File: src/common/rv_settings.svh
`ifndef RV_SETTINGS_SVH
`define RV_SETTINGS_SVH

// data and address width
`define XLEN 32

// unified memory depth, in words
`define MEM_WORDS 1024

// first fetch address after reset
`define RESET_PC 32'h0000_0000

`endif
File: src/common/rv_pkg.sv
`default_nettype none

package rv_pkg;

    // opcodes known to the main decoder
    typedef enum logic [6:0] {
        OP_LOAD   = 7'b0000011,
        OP_STORE  = 7'b0100011,
        OP_REG    = 7'b0110011,
        OP_BRANCH = 7'b1100011,
        OP_IMM    = 7'b0010011,
        OP_JAL    = 7'b1101111,
        OP_JALR   = 7'b1100111,
        OP_LUI    = 7'b0110111
    } opcode_e;

    typedef enum logic [2:0] {
        IMM_I = 3'd0,
        IMM_S = 3'd1,
        IMM_B = 3'd2,
        IMM_J = 3'd3,
        IMM_U = 3'd4
    } imm_src_e;

    // writeback source
    typedef enum logic [1:0] {
        RES_ALU = 2'd0,
        RES_MEM = 2'd1,
        RES_PC4 = 2'd2,
        RES_IMM = 2'd3
    } result_src_e;

    typedef enum logic [1:0] {
        ALU_ADD   = 2'd0,
        ALU_SUB   = 2'd1,
        ALU_FUNCT = 2'd2, // funct3/funct7 pick the op
        ALU_PASS  = 2'd3
    } alu_op_e;

    typedef struct packed {
        logic        branch;
        logic        jump;
        logic        jalr;
        result_src_e result_src;
        logic        mem_write;
        logic        alu_src;      // 1 selects the immediate
        imm_src_e    imm_src;
        logic        reg_write;
        alu_op_e     alu_op;
        logic        cache_enable; // data memory access
    } ctrl_t;

    // four-phase handshake progress
    typedef enum logic [1:0] {
        IDLE,
        REQ,
        RELEASE
    } mem_state_e;

endpackage

`default_nettype wire

File: src/common/mem_port_if.sv
`timescale 1ns/10ps
`default_nettype none
`include "rv_settings.svh"

// four-phase req/ack memory port
interface mem_port_if;

    logic             req;
    logic             we;
    logic [`XLEN-1:0] addr;
    logic [`XLEN-1:0] wdata;
    logic             ack;
    logic [`XLEN-1:0] rdata;  // valid while ack is high

    modport requester (
        output req, we, addr, wdata,
        input  ack, rdata
    );

    modport server (
        input  req, we, addr, wdata,
        output ack, rdata
    );

endinterface

`default_nettype wire

File: src/hdl/mem_arbiter.sv
`timescale 1ns/10ps
`default_nettype none

module mem_arbiter (
    input  wire logic     clk_i,
    input  wire logic     rst_n_i,
    mem_port_if.server    ifetch_s,
    mem_port_if.server    dmem_s,
    mem_port_if.server    host_s,
    mem_port_if.requester mem_m
);

    rv_pkg::mem_state_e state_q;
    logic [1:0]         gnt_q;   // also the round-robin pointer once released
    logic [2:0]         req_vec;
    logic               busy;
    logic               sel_req;

    // first requester after the last granted one
    function automatic logic [1:0] next_grant(input logic [2:0] reqs, input logic [1:0] last);
        int         idx;
        logic [1:0] pick;
        pick = last;
        for (int k = 3; k >= 1; k--) begin
            idx = (int'(last) + k) % 3;
            if (reqs[idx]) begin
                pick = 2'(idx);
            end
        end
        return pick;
    endfunction

    assign req_vec = {host_s.req, dmem_s.req, ifetch_s.req};
    assign busy    = (state_q != rv_pkg::IDLE);
    assign sel_req = req_vec[gnt_q];

    always_ff @(posedge clk_i) begin
        if (!rst_n_i) begin
            state_q <= rv_pkg::IDLE;
            gnt_q   <= 2'd2;  // ifetch goes first
        end else begin
            case (state_q)
                rv_pkg::IDLE: if (|req_vec) begin
                    gnt_q   <= next_grant(req_vec, gnt_q);
                    state_q <= rv_pkg::REQ;
                end
                rv_pkg::REQ: if (!sel_req) state_q <= rv_pkg::RELEASE;
                default:     if (!mem_m.ack) state_q <= rv_pkg::IDLE;
            endcase
        end
    end

    always_comb begin
        case (gnt_q)
            2'd0: begin
                mem_m.we    = ifetch_s.we;
                mem_m.addr  = ifetch_s.addr;
                mem_m.wdata = ifetch_s.wdata;
            end
            2'd1: begin
                mem_m.we    = dmem_s.we;
                mem_m.addr  = dmem_s.addr;
                mem_m.wdata = dmem_s.wdata;
            end
            default: begin
                mem_m.we    = host_s.we;
                mem_m.addr  = host_s.addr;
                mem_m.wdata = host_s.wdata;
            end
        endcase
    end

    assign mem_m.req = busy && sel_req;

    // ports without the grant see ack low and wait
    assign ifetch_s.ack = busy && (gnt_q == 2'd0) && mem_m.ack;
    assign dmem_s.ack   = busy && (gnt_q == 2'd1) && mem_m.ack;
    assign host_s.ack   = busy && (gnt_q == 2'd2) && mem_m.ack;

    assign ifetch_s.rdata = mem_m.rdata;
    assign dmem_s.rdata   = mem_m.rdata;
    assign host_s.rdata   = mem_m.rdata;

endmodule

`default_nettype wire

File: src/flat_wrapper.sv
// flat-port wrapper written by rule: the top's interface ports become plain ports
module mem_arbiter_flat 
  (clk_i, rst_n_i, ifetch_s_req, ifetch_s_we, ifetch_s_addr, ifetch_s_wdata, ifetch_s_ack, ifetch_s_rdata, dmem_s_req, dmem_s_we, dmem_s_addr, dmem_s_wdata, dmem_s_ack, dmem_s_rdata, host_s_req, host_s_we, host_s_addr, host_s_wdata, host_s_ack, host_s_rdata, mem_m_req, mem_m_we, mem_m_addr, mem_m_wdata, mem_m_ack, mem_m_rdata);
  mem_port_if ifetch_s_i ();
  mem_port_if dmem_s_i ();
  mem_port_if host_s_i ();
  mem_port_if mem_m_i ();
  input  wire logic clk_i;
  input  wire logic rst_n_i;
  input wire logic [$bits(ifetch_s_i.req)-1:0] ifetch_s_req;
  input wire logic [$bits(ifetch_s_i.we)-1:0] ifetch_s_we;
  input wire logic [$bits(ifetch_s_i.addr)-1:0] ifetch_s_addr;
  input wire logic [$bits(ifetch_s_i.wdata)-1:0] ifetch_s_wdata;
  output wire logic [$bits(ifetch_s_i.ack)-1:0] ifetch_s_ack;
  output wire logic [$bits(ifetch_s_i.rdata)-1:0] ifetch_s_rdata;
  input wire logic [$bits(dmem_s_i.req)-1:0] dmem_s_req;
  input wire logic [$bits(dmem_s_i.we)-1:0] dmem_s_we;
  input wire logic [$bits(dmem_s_i.addr)-1:0] dmem_s_addr;
  input wire logic [$bits(dmem_s_i.wdata)-1:0] dmem_s_wdata;
  output wire logic [$bits(dmem_s_i.ack)-1:0] dmem_s_ack;
  output wire logic [$bits(dmem_s_i.rdata)-1:0] dmem_s_rdata;
  input wire logic [$bits(host_s_i.req)-1:0] host_s_req;
  input wire logic [$bits(host_s_i.we)-1:0] host_s_we;
  input wire logic [$bits(host_s_i.addr)-1:0] host_s_addr;
  input wire logic [$bits(host_s_i.wdata)-1:0] host_s_wdata;
  output wire logic [$bits(host_s_i.ack)-1:0] host_s_ack;
  output wire logic [$bits(host_s_i.rdata)-1:0] host_s_rdata;
  output wire logic [$bits(mem_m_i.req)-1:0] mem_m_req;
  output wire logic [$bits(mem_m_i.we)-1:0] mem_m_we;
  output wire logic [$bits(mem_m_i.addr)-1:0] mem_m_addr;
  output wire logic [$bits(mem_m_i.wdata)-1:0] mem_m_wdata;
  input wire logic [$bits(mem_m_i.ack)-1:0] mem_m_ack;
  input wire logic [$bits(mem_m_i.rdata)-1:0] mem_m_rdata;
  assign ifetch_s_i.req = ifetch_s_req;
  assign ifetch_s_i.we = ifetch_s_we;
  assign ifetch_s_i.addr = ifetch_s_addr;
  assign ifetch_s_i.wdata = ifetch_s_wdata;
  assign ifetch_s_ack = ifetch_s_i.ack;
  assign ifetch_s_rdata = ifetch_s_i.rdata;
  assign dmem_s_i.req = dmem_s_req;
  assign dmem_s_i.we = dmem_s_we;
  assign dmem_s_i.addr = dmem_s_addr;
  assign dmem_s_i.wdata = dmem_s_wdata;
  assign dmem_s_ack = dmem_s_i.ack;
  assign dmem_s_rdata = dmem_s_i.rdata;
  assign host_s_i.req = host_s_req;
  assign host_s_i.we = host_s_we;
  assign host_s_i.addr = host_s_addr;
  assign host_s_i.wdata = host_s_wdata;
  assign host_s_ack = host_s_i.ack;
  assign host_s_rdata = host_s_i.rdata;
  assign mem_m_req = mem_m_i.req;
  assign mem_m_we = mem_m_i.we;
  assign mem_m_addr = mem_m_i.addr;
  assign mem_m_wdata = mem_m_i.wdata;
  assign mem_m_i.ack = mem_m_ack;
  assign mem_m_i.rdata = mem_m_rdata;
  mem_arbiter u_core (.clk_i(clk_i), .rst_n_i(rst_n_i), .ifetch_s(ifetch_s_i), .dmem_s(dmem_s_i), .host_s(host_s_i), .mem_m(mem_m_i));
endmodule
File: config.mk
export PLATFORM = sky130hd
export DESIGN_NAME = mem_arbiter_flat
export DESIGN_NICKNAME = d
export VERILOG_FILES = /design/src/common/rv_pkg.sv /design/src/common/mem_port_if.sv /design/src/hdl/mem_arbiter.sv /design/src/flat_wrapper.sv
export VERILOG_INCLUDE_DIRS = /design/src /design/src/common
export SDC_FILE = /design/constraint.sdc
export NUM_CORES = 1
export LEC_CHECK = 0
export BUFFER_PORTS_ARGS = -buffer_cell sky130_fd_sc_hd__buf_4
export CORE_AREA = 2 2 153 155
export DETAILED_ROUTE_END_ITERATION = 8
export DIE_AREA = 0 0 155 157
export PLACE_DENSITY = 0.37
export SYNTH_ARGS = -nofsm -noshare
export SYNTH_HDL_FRONTEND = slang
export SYNTH_SLANG_ARGS = --single-unit
File: constraint.sdc
create_clock -name clk_i -period 2.05 [get_ports clk_i]
set_clock_uncertainty 0.05 [all_clocks]
set_input_delay 0.41 -clock clk_i [delete_from_list [all_inputs] [get_ports clk_i]]
set_output_delay 0.41 -clock clk_i [all_outputs]
set_load 0.05 [all_outputs]
==> results of run 1 <==
## state kept, by name, indices dropped and copies added, names as in the netlist
| signal | cells |
|---|---|
| u_core.gnt_q | 2 |
| u_core.state_q | 2 |
## logic make-up (layout without fill, tap and decap cells)
kind of cell    Yosys count  after routing
mux                       3              3
fa+ha+maj                 5              5
flops                     4              4
simple gates            161            161
buf+inv                 122            314
compound gates           84             84
## metrics by stage
step	TNS (ps)	std cells	area [µm²]	total power, µW
after global placement	0	834	4214	7179
after floorplan	0	379	2415	5202
final	-9.852	856	5595	10100
after global routing	-2695	856	5595	10630
after detailed placement	0	834	4214	7132
after CTS	-2126	854	5343	9941
## metal layers
metal / wire [µm] / global-route usage, % / vias to the layer above
met4: 255 / 2.293 / 0
met5: 0 / 0 / -
li1: - / - / 1579
met3: 1516 / 3.607 / 28
met2: 7189 / 17.44 / 225
met1: 5403 / 11.24 / 1474
## layout make-up
| cell class | instances | area (µm²) |
|---|---|---|
| inverters | 3 | 16.27 |
| well taps | 285 | 356.6 |
| multi-input cells | 253 | 1996 |
| repair buffers | 308 | 3067 |
| fillers | 2475 | 16910 |
| clock buffers | 3 | 75.07 |
| flip-flops and latches | 4 | 85.08 |
## worst paths after layout
check | to | slack (ps) | cells past startpoint
setup / recovery | mem_m_wdata[8] | -5 | 9
hold / removal | u_core.gnt_q[1]$_SDFFE_PN1P_ | 380 | 2
setup reg to reg | u_core.gnt_q[0]$_SDFFE_PN0P_ | 230 | 8
hold reg to reg | u_core.state_q[0]$_SDFFE_PN0P_ | 470 | 2
## report_power, final
| group | leakage, µW | internal, µW | switching, µW |
|---|---|---|---|
| clock | 0.0000370 | 249 | 55.2 |
| combinational | 0.00257 | 4180 | 5460 |
| sequential | 0.0000335 | 117 | 33.8 |
## worst register-to-register path, delay by kind of cell (launching register included)
family                     cells  cell delay [ps]
adders and majority gates      1              260
DFF                            1              320
AOI/OAI and AO/OA              2              320
and+or+nand+nor                3              500
buffers and inverters          2              250
## Yosys cell counts (4+ instances only)
library cell / n
nand2_1: 134
buf_4: 96
a22oi_1: 66
buf_2: 10
clkbuf_1: 8
nor2b_1: 7
o21ai_0: 6
ha_1: 5
nor2_1: 5
a21oi_1: 4
buf_1: 4
dfxtp_1: 4
## what timing repair did
| action | in CTS | in global routing |
|---|---|---|
| resized for setup | 217 | 68 |
| pin swaps | 22 | 16 |
| setup endpoints to repair | 62 | 67 |
| cloned | 5 | 5 |
| buffers inserted | 13 | 1 |
| hold buffers | 0 | 0 |
==> out/qor_table.md, run 1 <==
| Group | Result | Reported |
|---|---|---|
| hold path | Startpoint of the tightest hold check path | rst_n_i |
| setup path | Delay of the slowest critical-path stage | 340 ps |
| cts | Number of levels the H-tree was split into | 1 |
| synthesis | Synth top area share | 31.48% |
| cts | TritonCTS Buffers | 3 |
| setup path | Required time at the endpoint of the critical path | 1590 ps |
| setup path | Number of buffers and inverters on the critical path | 5 |
| cts | Buffer type at the clock tree root | clkbuf_16 |
| synthesis | Proportion of synthesized area in mux cells | 1.366% |
| sta | Measured slew at the worst slew-check pin | 243.9 ps |
| finish | Layout area overhead | 144.4% |
| finish | Highest-count cells in the layout ignoring fill and taps | 213 x buf_4, 95 x nand2_2, 61 x buf_8, 37 x a22oi_2, 29 x a22oi_1 |
| pwr | Worst vdd rail ir drop | 0.8468 mV |
| pwr | Pleak | 0.002636 µW |
| synthesis | Post-synthesis cell type count | 33 |
| synthesis | Area fraction in and, or, nand and nor cells after synthesis | 29.40% |
| floorplan | Area of the die | 24,340 µm² |
| sta | Post-route clock period utilization | 100.2% |
| placed design | Number of buffers inserted by port buffering | 269 |
| routing | Remaining design rule violation count | 0 |
| placed design | Placement Setup Slack | 110.0 ps |
| routing | DR WL/cell | 16.78 µm |
| synthesis | Main area contributors after synthesis | buf_4 31%, nand2_1 22%, a22oi_1 22% |
| routing | Iteration-0 DRC count of the detailed router | 117 |
| finish | Share of post-route cells with drive strength above 1 | 84.24% |
| setup path | Sort of element at the end of the critical path | output pin |
| setup path | Crit path launch | u_core.gnt_q[1]$_SDFFE_PN1P_ |
| synthesis | Synth Area in Compound Gates | 26.39% |
| setup path | Crit Path Category | reg -> out |
| cts | Clock slew at the register clock pins of the worst setup and hold paths | 30 ps |
| setup path | WP data arrival | 1590 ps |
| global routing | First-pass GRT wire length | 18.77 mm |
| sta | Crit path setup slack, layout | -4.644 ps |
| routing | Iteration count of the initial detailed-routing pass | 4 |
| sta | Maximum operating frequency | 486.7 MHz |
| status | Violated checks | setup timing |
| synthesis | Primary FF master, synth | dfxtp_1 |
| synthesis | Synthesized netlist cell count | 379 |
| sta | WHS | 380.3 ps |
| floorplan | Die extent in x | 155 µm |
| finish | Final core utilization | 24.87% |
| cts | Clock tree from TritonCTS | done |
| finish | Leading cell type in the layout, fill and taps excluded | buf_4 |
| floorplan | Starting Density | 10.18% |
| hold path | Path class of the lowest-slack min-delay path | in -> reg |
| synthesis | Syn. warnings | 0 |
| synthesis | Post-synthesis async set-or-reset flop share | 0% |
| synthesis | Cell area after synthesis | 2290 µm² |
| sta | Setup repair after global routing missed its margin | yes |
| sta | Number of max-slew violations in the final report | 0 |
| floorplan | Io pins | 398 |
| global routing | GRT Overall Usage | 9.830% |
| cts | Number of buffers on the longest clock path | 2 |
| setup path | Cell breakdown of the critical path | inv_4 -> ha_4 -> nor2_4 -> buf_6 -> buf_12 -> buf_12 -> nand2_1 -> nand2_2 -> buf_8 |
| sta | Hold violation total from the final report | 0 |
| setup path | Top cell family by delay on the critical path | buffers and inverters |
| run | Maximum Capacitance Violations | 0 |
| synthesis | Cell taking the most area after synthesis | buf_4 |
| synthesis | Register area share after synthesis | 3.497% |
| synthesis | Largest family of logic cells by synthesized area | buffers and inverters |
| floorplan | Number of rows created at floorplan | 55 |
| routing | DR vias/cell | 3.862 |
| finish | Antenna Diode Count | 0 |
| setup path | Startpoint class of the critical path | register |
| setup path | Start of the worst register-to-register path | u_core.gnt_q[1]$_SDFFE_PN1P_ |
| global routing | Remaining Overflow, GRT | 0 |
| synthesis | Post-synthesis average cell area | 6.041 µm² |
| sta | Final count of negative-setup-slack endpoints | 3 |
| status | Status | complete, but fails checks |
| synthesis | Share of the synthesized netlist area taken by xor and xnor gates | 0% |
| pwr | Cell area power density | 1804 nW/µm² |
| cts | Clk Latency, worst-skew pair | 230 ps |
| setup path | Slowest library cell on the worst path | dfxtp_2 |
| sta | Time the final worst path needs with I/O delays and setup | 2055 ps |
| placed design | Post-DP HPWL | 9.974 mm |
| routing | Number of routed nets with antenna violations | 0 |
| finish | Final layout net count | 811 |
| synthesis | Adder-cell share of the synthesized area | 2.732% |
| global routing | Antenna violations before repair | 0 |
| global routing | Maximum number of pins on one net before global-route repair | 43 |
| setup path | CP dominant cell by count | buf_12 |
| global routing | Vias in the first global route | 3,345 |
| synthesis | Number of enable flip-flop cells after synthesis | 0 |
| sta | Relative slew margins | 83.61% |
| cts | Clock sink count | 4 |
| synthesis | Flop and latch count out of synthesis | 4 |
| setup path | Maximum fanout along the worst path | 7 |
| synthesis | Net count after synthesis | 617 |
| routing | Post-Route WL | 14.36 mm |
| floorplan | Height of the die | 157 µm |
| placed design | GP Congestion | 0.7097 |
| floorplan | Standard cell core area | 22,500 µm² |
| routing | Count of vias placed by the detailed router | 3,306 |
Note: power is estimated with default switching activity, not from simulation.
==> run 2: changes to the inputs <==
- REMOVE_ABC_BUFFERS: unset -> 1
==> out/qor_table.md, run 2 (synthesis results as in run 1) <==
| Group | Result | Reported |
|---|---|---|
| status | Status | complete, but fails checks |
| status | Violated checks | setup timing |
| cts | Clock tree from TritonCTS | done |
| sta | Relative slew margins | 82.27% |
| placed design | GP Congestion | 0.7456 |
| sta | Post-route clock period utilization | 100.8% |
| hold path | Worst Hold Endpoint | u_core.state_q[1]$_SDFFE_PN0P_ |
| finish | Total of fill cells in the finished design | 2,484 |
| sta | Measured slew at the worst slew-check pin | 265.9 ps |
| finish | Layout area overhead | 121.5% |
| routing | Iteration-0 DRC count of the detailed router | 145 |
| finish | Final core utilization | 22.54% |
| floorplan | Io pins | 398 |
| setup path | Slack of the worst reg-to-reg path | 300 ps |
| sta | Maximum operating frequency | 484.0 MHz |
| hold path | Depth of the worst hold-timing path | 2 |
| setup path | WP data arrival | 1610 ps |
| hold path | Path class of the lowest-slack min-delay path | in -> reg |
| setup path | Start of the worst register-to-register path | u_core.gnt_q[1]$_SDFFE_PN1P_ |
| cts | Number of levels the H-tree was split into | 1 |
| routing | DR vias/cell | 4.014 |
| pwr | Worst vdd rail ir drop | 0.9118 mV |
| placed design | Placement Setup Slack | 129.7 ps |
| cts | Clk Latency, worst-skew pair | 220 ps |
| floorplan | Starting Density | 10.18% |
| sta | Setup repair after global routing missed its margin | yes |
| cts | Number of buffers on the longest clock path | 2 |
| routing | Iteration count of the initial detailed-routing pass | 4 |
| setup path | Worst r2r dst | u_core.gnt_q[0]$_SDFFE_PN0P_ |
| hold path | Startpoint of the tightest hold check path | rst_n_i |
| routing | Number of routed nets with antenna violations | 0 |
| placed design | Post-DP HPWL | 12.05 mm |
| global routing | GRT Overall Usage | 11.82% |
| finish | Final layout net count | 799 |
| placed design | Number of buffers inserted by port buffering | 269 |
| finish | Post-route cell area | 5072 µm² |
| setup path | Maximum fanout along the worst path | 8 |
| floorplan | Height of the die | 157 µm |
| finish | Leading registers by flop count | u_core.gnt_q: 2 flops, u_core.state_q: 2 flops |
| sta | Crit path setup slack, layout | -16.08 ps |
| sta | Final count of negative-setup-slack endpoints | 5 |
| routing | DR WL/cell | 19.39 µm |
| routing | Count of vias placed by the detailed router | 3,388 |
| global routing | Vias in the first global route | 3,379 |
| setup path | Sort of element at the end of the critical path | output pin |
| floorplan | Die extent in x | 155 µm |
| routing | Post-Route WL | 16.37 mm |
| finish | Share of post-route cells with drive strength above 1 | 70.13% |
| routing | Remaining design rule violation count | 0 |
| global routing | Remaining Overflow, GRT | 0 |
| placed design | Placed standard-cell area | 4039 µm² |
| finish | Highest-count cells in the layout ignoring fill and taps | 215 x buf_4, 79 x nand2_1, 44 x a22oi_1, 41 x buf_6, 34 x nand2_2 |
| floorplan | Standard cell core area | 22,500 µm² |
| floorplan | Area of the die | 24,340 µm² |
| finish | Sequential Area | 85.08 µm² |
| sta | Number of max-slew violations in the final report | 0 |
| cts | Clock slew at the register clock pins of the worst setup and hold paths | 30 ps |
| setup path | Required time at the endpoint of the critical path | 1590 ps |
| run | Maximum Capacitance Violations | 0 |
| cts | Buffer type at the clock tree root | clkbuf_16 |
| cts | TritonCTS Buffers | 3 |
| sta | Hold violation total from the final report | 0 |
| finish | Antenna Diode Count | 0 |
| pwr | Pleak | 0.002514 µW |
| setup path | Length in cells of the worst reg-to-reg path | 8 |
| finish | Leading cell type in the layout, fill and taps excluded | buf_4 |
| global routing | Maximum number of pins on one net before global-route repair | 37 |
| global routing | Antenna violations before repair | 0 |
| pwr | Cell area power density | 1794 nW/µm² |
| sta | Time the final worst path needs with I/O delays and setup | 2066 ps |
| cts | Clock sink count | 4 |
| finish | Multi-input gate area | 1760 µm² |
| setup path | Crit Path Category | reg -> out |
| setup path | Startpoint class of the critical path | register |
| global routing | First-pass GRT wire length | 21.27 mm |
| floorplan | Number of rows created at floorplan | 55 |
==> run 2: changes by cell type in the layout (fill, tap and decap cells not counted), moves of 2 or more <==
cell     previous run  this run
nand2_1            17        79
buf_12              9         7
a22oi_2            37        22
nand2_2            95        34
a22oi_1            29        44
buf_8              61        27
buf_4             213       215
buf_6              19        41
==> run 2: through the flow <==
stage	cells	TNS, ps	total power [µW]	hold slack, ps
5_1_grt	844	-3259	9598	403.4
3_3_place_gp	829	0	6757	468.5
6_report	844	-41.24	9100	390.5
4_1_cts	841	-315.2	8251	393.1
3_5_place_dp	829	0	6689	475.4
2_1_floorplan	260	-156460	4235	443.2
==> run 2: routing by layer <==
| metal | vias to the layer above | track usage (%) | part of all wire (%) |
|---|---|---|---|
| met5 | - | 7.039 | 0.72 |
| met3 | 16 | 7.544 | 15 |
| met1 | 1537 | 14.56 | 39 |
| met4 | 2 | 1.499 | 1.3 |
| met2 | 277 | 17.06 | 44 |
| li1 | 1556 | - | - |
==> run 2: critical path, stage by stage (launching register included) <==
cell,delay (ps)
dfxtp_2,340
inv_4,50
ha_4,180
nor2_4,170
buf_12,170
buf_12,150
nand2_2,60
nand2_2,100
buf_8,150
==> run 2: worst max path at each step <==
stage	start	endpoint	slack (ps)	cells past startpoint
2_1_floorplan	u_core.gnt_q[1]$_SDFFE_PN1P_	mem_m_addr[0]	-2370	5
3_3_place_gp	u_core.gnt_q[0]$_SDFFE_PN0P_	mem_m_wdata[13]	140	7
3_5_place_dp	u_core.gnt_q[0]$_SDFFE_PN0P_	mem_m_addr[5]	130	7
4_1_cts	u_core.gnt_q[0]$_SDFFE_PN0P_	mem_m_wdata[13]	-20	9
5_1_grt	u_core.gnt_q[1]$_SDFFE_PN1P_	mem_m_wdata[31]	-90	8
6_report	u_core.gnt_q[1]$_SDFFE_PN1P_	mem_m_wdata[3]	-20	8
==> run 2: cell type report <==
cell class | count | share of cell area (%)
Inverter | 3 | 0.3207
Sequential cell | 4 | 1.677
Clock buffer | 3 | 1.480
Timing Repair Buffer | 296 | 54.79
Multi-Input combinational cell | 253 | 34.71
Tap cell | 285 | 7.030
==> run 2: where the power goes <==
group | switching, µW | internal (µW) | leakage [µW]
Combinational | 5110 | 3540 | 0.00244
Sequential | 31.5 | 117 | 0.0000335
Clock | 52.1 | 249 | 0.0000370
Total | 5190 | 3910 | 0.00251
==> run 2: timing repair <==
| item | in CTS | in global routing |
|---|---|---|
| resized for setup | 79 | 131 |
| setup endpoints to repair | 66 | 65 |
| cloned | 4 | 3 |
| hold buffers | 0 | 0 |
| pin swaps | 1 | 23 |
| buffers inserted | 5 | 2 |
